--- config.mk ---
export PLATFORM = sky130hd
export DESIGN_NAME = exMemTop
export DESIGN_NICKNAME = d
export VERILOG_FILES = /design/src/verilog/cpuTypesPkg.sv /design/src/verilog/executeStage.sv /design/src/verilog/pipeRegExMem.sv /design/src/verilog/memoryStage.sv /design/src/verilog/exMemTop.sv
export VERILOG_INCLUDE_DIRS = /design/src /design/src/verilog
export SDC_FILE = /design/constraint.sdc
export NUM_CORES = 2
export LEC_CHECK = 0
export BUFFER_PORTS_ARGS = -buffer_cell sky130_fd_sc_hd__buf_4
export CORE_UTILIZATION = 67
export CTS_BUF_LIST = sky130_fd_sc_hd__clkbuf_16
export DETAILED_ROUTE_END_ITERATION = 12
export HOLD_SLACK_MARGIN = 0.08
export PLACE_DENSITY_LB_ADDON = 0.08
export SYNTH_ARGS = -nofsm -noshare
export SYNTH_HDL_FRONTEND = slang
export SYNTH_SLANG_ARGS = --single-unit
--- constraint.sdc ---
create_clock -name CLK -period 12 [get_ports CLK]
set_input_delay 2.4 -clock CLK [delete_from_list [all_inputs] [get_ports CLK]]
set_output_delay 2.4 -clock CLK [all_outputs]
set_load 0.05 [all_outputs]
--- src/verilog/exMem_cfg.svh ---
// Execute and memory configuration
`ifndef EXMEM_CFG_SVH
`define EXMEM_CFG_SVH

// Width of operands, ALU results and data memory words.
`define DATA_WIDTH 32

// Width of a destination register index, enough for 32 registers.
`define REG_ADDR_WIDTH 5

// Number of words in the data memory.
// The memory is word addressed, so byte address bits 1:0 are ignored.
`define DMEM_DEPTH 64

`endif

--- src/verilog/cpuTypesPkg.sv ---
// Processor pipeline types
`default_nettype none

`include "exMem_cfg.svh"

package cpuTypesPkg;

  // Operation carried by a decoded instruction.
  typedef enum logic [3:0] {
    ADD = 4'h0,
    SUB = 4'h1,
    AND = 4'h2,
    OR  = 4'h3,
    SLT = 4'h4,
    LUI = 4'h5,
    LW  = 4'h6,
    SW  = 4'h7,
    BEQ = 4'h8,
    NOP = 4'hF
  } opcodeT;

  // Function performed by the ALU in the execute stage.
  typedef enum logic [2:0] {
    ALU_ADD = 3'd0,
    ALU_SUB = 3'd1,
    ALU_AND = 3'd2,
    ALU_OR  = 3'd3,
    ALU_SLT = 3'd4,
    ALU_LUI = 3'd5  // Shifts the immediate into the upper half.
  } aluOpT;

  // One decoded instruction with its operands already read.
  typedef struct packed {
    logic                       valid;
    opcodeT                     op;
    logic [`DATA_WIDTH-1:0]     pc;
    logic [`DATA_WIDTH-1:0]     rs1Val;
    logic [`DATA_WIDTH-1:0]     rs2Val;
    logic [`DATA_WIDTH-1:0]     imm;     // Sign extended by decode.
    logic [`REG_ADDR_WIDTH-1:0] destReg;
  } issueT;

  // Contents of the EX/MEM pipeline register.
  typedef struct packed {
    logic                       valid;
    opcodeT                     op;
    logic [`DATA_WIDTH-1:0]     aluResult;  // Also the address for LW and SW.
    logic [`DATA_WIDTH-1:0]     storeData;
    logic [`REG_ADDR_WIDTH-1:0] destReg;
  } exMemT;

  // One register file writeback.
  typedef struct packed {
    logic                       valid;
    logic [`REG_ADDR_WIDTH-1:0] destReg;
    logic [`DATA_WIDTH-1:0]     data;
  } wbT;

endpackage

`default_nettype wire

--- src/verilog/executeStage.sv ---
// Execute stage ALU and branch
`timescale 1ns/1ps
`default_nettype none

`include "exMem_cfg.svh"

module executeStage
  import cpuTypesPkg::*;
(
  input  issueT                  issue,
  output exMemT                  exOut,
  output logic                   branchTaken,
  output logic [`DATA_WIDTH-1:0] branchTarget
);

  aluOpT                  aluOp;
  logic                   useImm;
  logic [`DATA_WIDTH-1:0] opA;
  logic [`DATA_WIDTH-1:0] opB;
  logic [`DATA_WIDTH-1:0] aluResult;
  logic                   aluZero;

  // Decode the opcode into an ALU function and an operand source.
  always_comb
  begin
    aluOp  = ALU_ADD;
    useImm = 1'b0;
    case (issue.op)
      ADD: aluOp = ALU_ADD;
      SUB: aluOp = ALU_SUB;
      AND: aluOp = ALU_AND;
      OR:  aluOp = ALU_OR;
      SLT: aluOp = ALU_SLT;
      LUI:
      begin
        aluOp  = ALU_LUI;
        useImm = 1'b1;
      end
      LW, SW:
      begin
        aluOp  = ALU_ADD;  // Base register plus offset.
        useImm = 1'b1;
      end
      BEQ: aluOp = ALU_SUB;  // Equal operands give a zero difference.
      default: aluOp = ALU_ADD;
    endcase
  end

  assign opA = issue.rs1Val;
  assign opB = useImm ? issue.imm : issue.rs2Val;

  always_comb
  begin
    case (aluOp)
      ALU_ADD: aluResult = opA + opB;
      ALU_SUB: aluResult = opA - opB;
      ALU_AND: aluResult = opA & opB;
      ALU_OR:  aluResult = opA | opB;
      ALU_SLT: aluResult = {{(`DATA_WIDTH-1){1'b0}}, ($signed(opA) < $signed(opB))};
      ALU_LUI: aluResult = {opB[`DATA_WIDTH/2-1:0], {(`DATA_WIDTH/2){1'b0}}};
      default: aluResult = '0;
    endcase
  end

  assign aluZero = (aluResult == '0);

  // Branch resolution happens in the issue cycle.
  assign branchTaken  = issue.valid && (issue.op == BEQ) && aluZero;
  assign branchTarget = issue.pc + `DATA_WIDTH'(4) + (issue.imm << 2);

  always_comb
  begin
    exOut.valid     = issue.valid;
    exOut.op        = issue.op;
    exOut.aluResult = aluResult;
    exOut.storeData = issue.rs2Val;  // Only SW makes use of it.
    exOut.destReg   = issue.destReg;
  end

endmodule

`default_nettype wire

--- src/verilog/pipeRegExMem.sv ---
// EX/MEM pipeline register
`timescale 1ns/1ps
`default_nettype none

module pipeRegExMem
  import cpuTypesPkg::*;
(
  input  logic  CLK,
  input  logic  nRST,
  input  logic  enable,
  input  logic  flush,
  input  exMemT exOut,
  output exMemT memIn
);

  exMemT held;   // Payload as last loaded.
  logic  fresh;  // Set on the cycle after an enabled load.

  // Flush takes priority over enable and clears the whole register.
  always_ff @(posedge CLK or negedge nRST)
  begin
    if (!nRST)
    begin
      held  <= '0;
      fresh <= 1'b0;
    end
    else if (flush)
    begin
      held  <= '0;
      fresh <= 1'b0;
    end
    else if (enable)
    begin
      held  <= exOut;
      fresh <= 1'b1;
    end
    else
    begin
      fresh <= 1'b0;  // Stalled, so the payload is held but shown only once.
    end
  end

  // The payload stays visible while stalled, but valid lasts one cycle.
  always_comb
  begin
    memIn       = held;
    memIn.valid = held.valid & fresh;
  end

endmodule

`default_nettype wire

--- src/verilog/memoryStage.sv ---
// Memory stage and writeback register
`timescale 1ns/1ps
`default_nettype none

`include "exMem_cfg.svh"

module memoryStage
  import cpuTypesPkg::*;
(
  input  logic  CLK,
  input  logic  nRST,
  input  exMemT memIn,
  output wbT    wb
);

  localparam int AddrBits = $clog2(`DMEM_DEPTH);

  logic [`DATA_WIDTH-1:0] dmem [`DMEM_DEPTH];
  logic [AddrBits-1:0]    wordAddr;
  logic [`DATA_WIDTH-1:0] loadWord;
  logic                   storeEn;
  logic                   writesBack;
  wbT                     wbNext;

  // Byte address to word index.
  assign wordAddr = memIn.aluResult[AddrBits+1:2];
  assign storeEn  = memIn.valid && (memIn.op == SW);

  always_ff @(posedge CLK)
  begin
    if (storeEn)
    begin
      dmem[wordAddr] <= memIn.storeData;
    end
  end

  assign loadWord = dmem[wordAddr];  // Asynchronous read.

  // Only ALU operations and loads return a value to the register file.
  always_comb
  begin
    case (memIn.op)
      ADD, SUB, AND, OR, SLT, LUI, LW: writesBack = 1'b1;
      default:                         writesBack = 1'b0;
    endcase
  end

  always_comb
  begin
    wbNext.valid   = memIn.valid && writesBack;
    wbNext.destReg = memIn.destReg;
    wbNext.data    = (memIn.op == LW) ? loadWord : memIn.aluResult;
  end

  // The writeback payload only moves when there is something to write.
  always_ff @(posedge CLK or negedge nRST)
  begin
    if (!nRST)
    begin
      wb <= '0;
    end
    else
    begin
      wb.valid <= wbNext.valid;
      if (wbNext.valid)
      begin
        wb.destReg <= wbNext.destReg;
        wb.data    <= wbNext.data;
      end
    end
  end

endmodule

`default_nettype wire

--- src/verilog/exMemTop.sv ---
// Execute to memory pipeline section
`timescale 1ns/1ps
`default_nettype none

`include "exMem_cfg.svh"

module exMemTop
  import cpuTypesPkg::*;
(
  input  logic                   CLK,
  input  logic                   nRST,
  input  logic                   enable,
  input  logic                   flush,
  input  issueT                  issue,
  output wbT                     wb,
  output logic                   branchTaken,
  output logic [`DATA_WIDTH-1:0] branchTarget
);

  exMemT exOut;  // Execute result before the pipeline register.
  exMemT memIn;  // Register output feeding the memory stage.

  executeStage execute (
    .issue        (issue),
    .exOut        (exOut),
    .branchTaken  (branchTaken),
    .branchTarget (branchTarget)
  );

  pipeRegExMem exMemReg (
    .CLK    (CLK),
    .nRST   (nRST),
    .enable (enable),
    .flush  (flush),
    .exOut  (exOut),
    .memIn  (memIn)
  );

  memoryStage memory (
    .CLK   (CLK),
    .nRST  (nRST),
    .memIn (memIn),
    .wb    (wb)
  );

endmodule

`default_nettype wire

==> qor.yml <==
first_global_vias: 50951
chipWidth_um: 359
hold_slack_ns: 0.471
rsz0062_at_grt: "false"
clock_sinks: 2161
criticalPathCategory: "in -> out"
synth_top_area_share_pct: 71.9
path_cells: "buf_4, nand2b_1, nor2_4, buf_4, mux2i_1, inv_1, fa_1, nor2_1, o221ai_1, a21o_1, nand4_1, a21boi_0, o41ai_1, nor2_1, o311ai_0, nand2_1, a211oi_1, and4_1, and4_1, buf_4"
yosysSeqAreaShare_pct: 75.2
clkLatencyLatePin_ns: 0.83
p_int_mw: 12.1
yosys.area.top_type: "edfxtp_1"
final_cell_mix: "edfxtp_1 (2048), a22oi_1 (638), buf_4 (356)"
max-cap-violations: 3
wirelength_um: 261000
drtAntennaViolNets: 0
cts_tree: "yes"
crit_family: "compound AO/OA/AOI/OAI gates"
crit_fanout: 15
clkPwrFrac_pct: 37.1
cts_root_buf: "clkbuf_16"
cts_hold_buf: 0
placementRows: 130
synth_cell_types: 88
r2r_slack_ns: 6.70
critical-path-max-stage-delay_ns: 0.79
avgSynthCellArea_um2: 16.1
die_area_mm2: 0.129
place_inst: 6996
syn_nets: 5631
grt_usage_pct: 40.3
critPathSlowestCell: "mux2i_1"
ir_drop_mv: 0.166
cp_common_cell: "buf_4"
cp_num_buf_inv: 4
routabilityCongestion: 0.955
synth_edf_count: 2048
viasPerCell: 7.31
maxSlewViolCount: 3
hold_violations: 0
pwr-share-comb_pct: 11.1
p_per_area_mw_per_mm2: 168
ios: 213
sw_frac_of_total_pct: 25.3
worst_pin_slew_ns: 1.52
post_cts_buffers: 0
finClkSkew_ns: 0.0338
antenna_found_initial: 8
die_height_um: 359
violations: "max-capacitance violations, max-slew violations"
yosysWarnings: 0
post_drt_wl_per_cell_um: 35.4
final_util_pct: 76.2
synth_area_leaders: "edfxtp_1 (72%), a22oi_1 (5.6%), dfrtp_1 (3.3%)"
grt-ovfl-total: 0
via_count: 53872
cp-end-kind: "output port"
ys.flop_type: "edfxtp_1"
slew-limit-headroom_pct: -2.17
grt_max_degree: 114
hp-class: "reg -> reg"
synthToLayoutAreaGrowth_pct: 12.3
initial_core_util_pct: 67.8
path_clk_slew_ns: 0.06
critPathArrivalTime_ns: 8.13
clockBufferDepth: 3
drt_first_pass_iters: 8
syn_area_mm2: 0.0855
drc: 0
power_leakage_nw: 32.8
instances_no_fill: 7367
first_iter_violations: 9132
fmax_mhz: 95.0
ys_ff_latch: 2161
cp_data_required_time_ns: 9.60
nets: 5855
cts_buffers: 199
core_area_mm2: 0.126
cts_resized: 0
pwr-share-seq_pct: 51.8
fillers: 7122
final_common_cell: "edfxtp_1"
dp_hpwl_um: 149000
p_sw_mw: 4.09
setup_tns_ns: 0
io_buffers: 208
status: "complete, but fails checks"
fin_crit_ns: 10.53
htree_levels: 4
critPathLaunchType: "input pin"
synthArstFlopShare_pct: 5.23
setup_violations: 0
syn_inst: 5323
grt_pass1_wl_um: 368000
layout-drive-gt1-share_pct: 14.4
fin_crit_sh_pct: 87.8
-- cells by family after synthesis --
| logic type | Yosys count | synth area share (%) |
|---|---|---|
| fa+ha+maj | 166 | 2.46 |
| simple gates | 732 | 4.16 |
| buf+inv | 461 | 2.06 |
| flops | 2161 | 75.2 |
| mux | 86 | 1.05 |
| compound gates | 1688 | 14.7 |
| xor+xnor | 29 | 0.297 |
-- Yosys cell counts, types with 15 or more instances --
master / instances
nand3_1: 44
mux2_2: 22
buf_1: 87
a22o_1: 196
a21o_1: 20
nor4_1: 34
nor3_1: 32
a31oi_1: 156
nand2_1: 133
edfxtp_1: 2048
o21bai_1: 15
a221oi_1: 202
o211ai_1: 37
mux2i_1: 63
dfrtp_1: 113
o22ai_1: 16
nand4_1: 122
a22oi_1: 638
xnor2_1: 27
nor2_1: 270
o21ai_0: 118
nand2b_1: 19
inv_1: 117
clkbuf_1: 241
a21oi_1: 120
a211oi_1: 45
ha_1: 163
-- path summary, 6_finish.rpt --
path                                    start  cells past startpoint            endpoint
max                                issue[136]                     20         branchTaken
min                         exMemReg.memIn[4]                      2       memory.wb[36]
max reg2reg                exMemReg.memIn[41]                     10       memory.wb[11]
min reg2reg                 exMemReg.memIn[4]                      2       memory.wb[36]
max in group asynchronous                nRST                      2  exMemReg.memIn[19]
min in group asynchronous                nRST                      1   exMemReg.memIn[4]
-- through the flow --
step,power [mW],area [um2],worst slack [ns]
floorplan,9.52,85500,2.33
global placement,10.2,89800,1.71
detailed placement,10.3,89800,1.63
CTS,16.1,96000,1.60
global route,16.5,96000,1.12
finish,16.2,96000,1.47
-- routing by layer --
layer / global-route usage (%) / vias to the layer above / routed length [um]
met1: 55.4 / 26675 / 91400
met3: 11.9 / 625 / 38300
met4: 19.7 / 8 / 14200
li1: - / 22346 / -
met5: 0 / - / 65
met2: 59.7 / 4218 / 117000
-- tightest hold or removal path, delay by kind of cell, from the launching register on --
family	cells	cell delay, ns
flops	1	0.35
simple gates	2	0.10
-- sequential cells by signal, summed over array words and instances, names as in the netlist --
name / count
exMemReg.fresh: 1
exMemReg.held: 1
exMemReg.memIn: 73
memory.dmem: 2048
memory.wb: 38
-- layout make-up --
cell class | instances | area [um2] | share of cell area [%]
diodes | 4 | 10.0 | 0.0104
clock buffers | 202 | 5050 | 5.27
clock inverters | 165 | 1130 | 1.18
inverters | 117 | 439 | 0.457
multi-input cells | 2701 | 20000 | 20.9
flip-flops and latches | 2161 | 64400 | 67.1
well taps | 1650 | 2060 | 2.15
repair buffers | 367 | 2890 | 3.01
-- power by group through the flow --
stage | combinational (mW) | clock, mW | sequential, mW
CTS | 1.74 | 6.01 | 8.37
floorplan | 0.886 | 0 | 8.63
global placement | 1.72 | 0 | 8.53
global route | 1.85 | 6.30 | 8.38
detailed placement | 1.73 | 0 | 8.53
finish | 1.79 | 6.00 | 8.38
No activity file was read; power rests on OpenSTA's default activity.
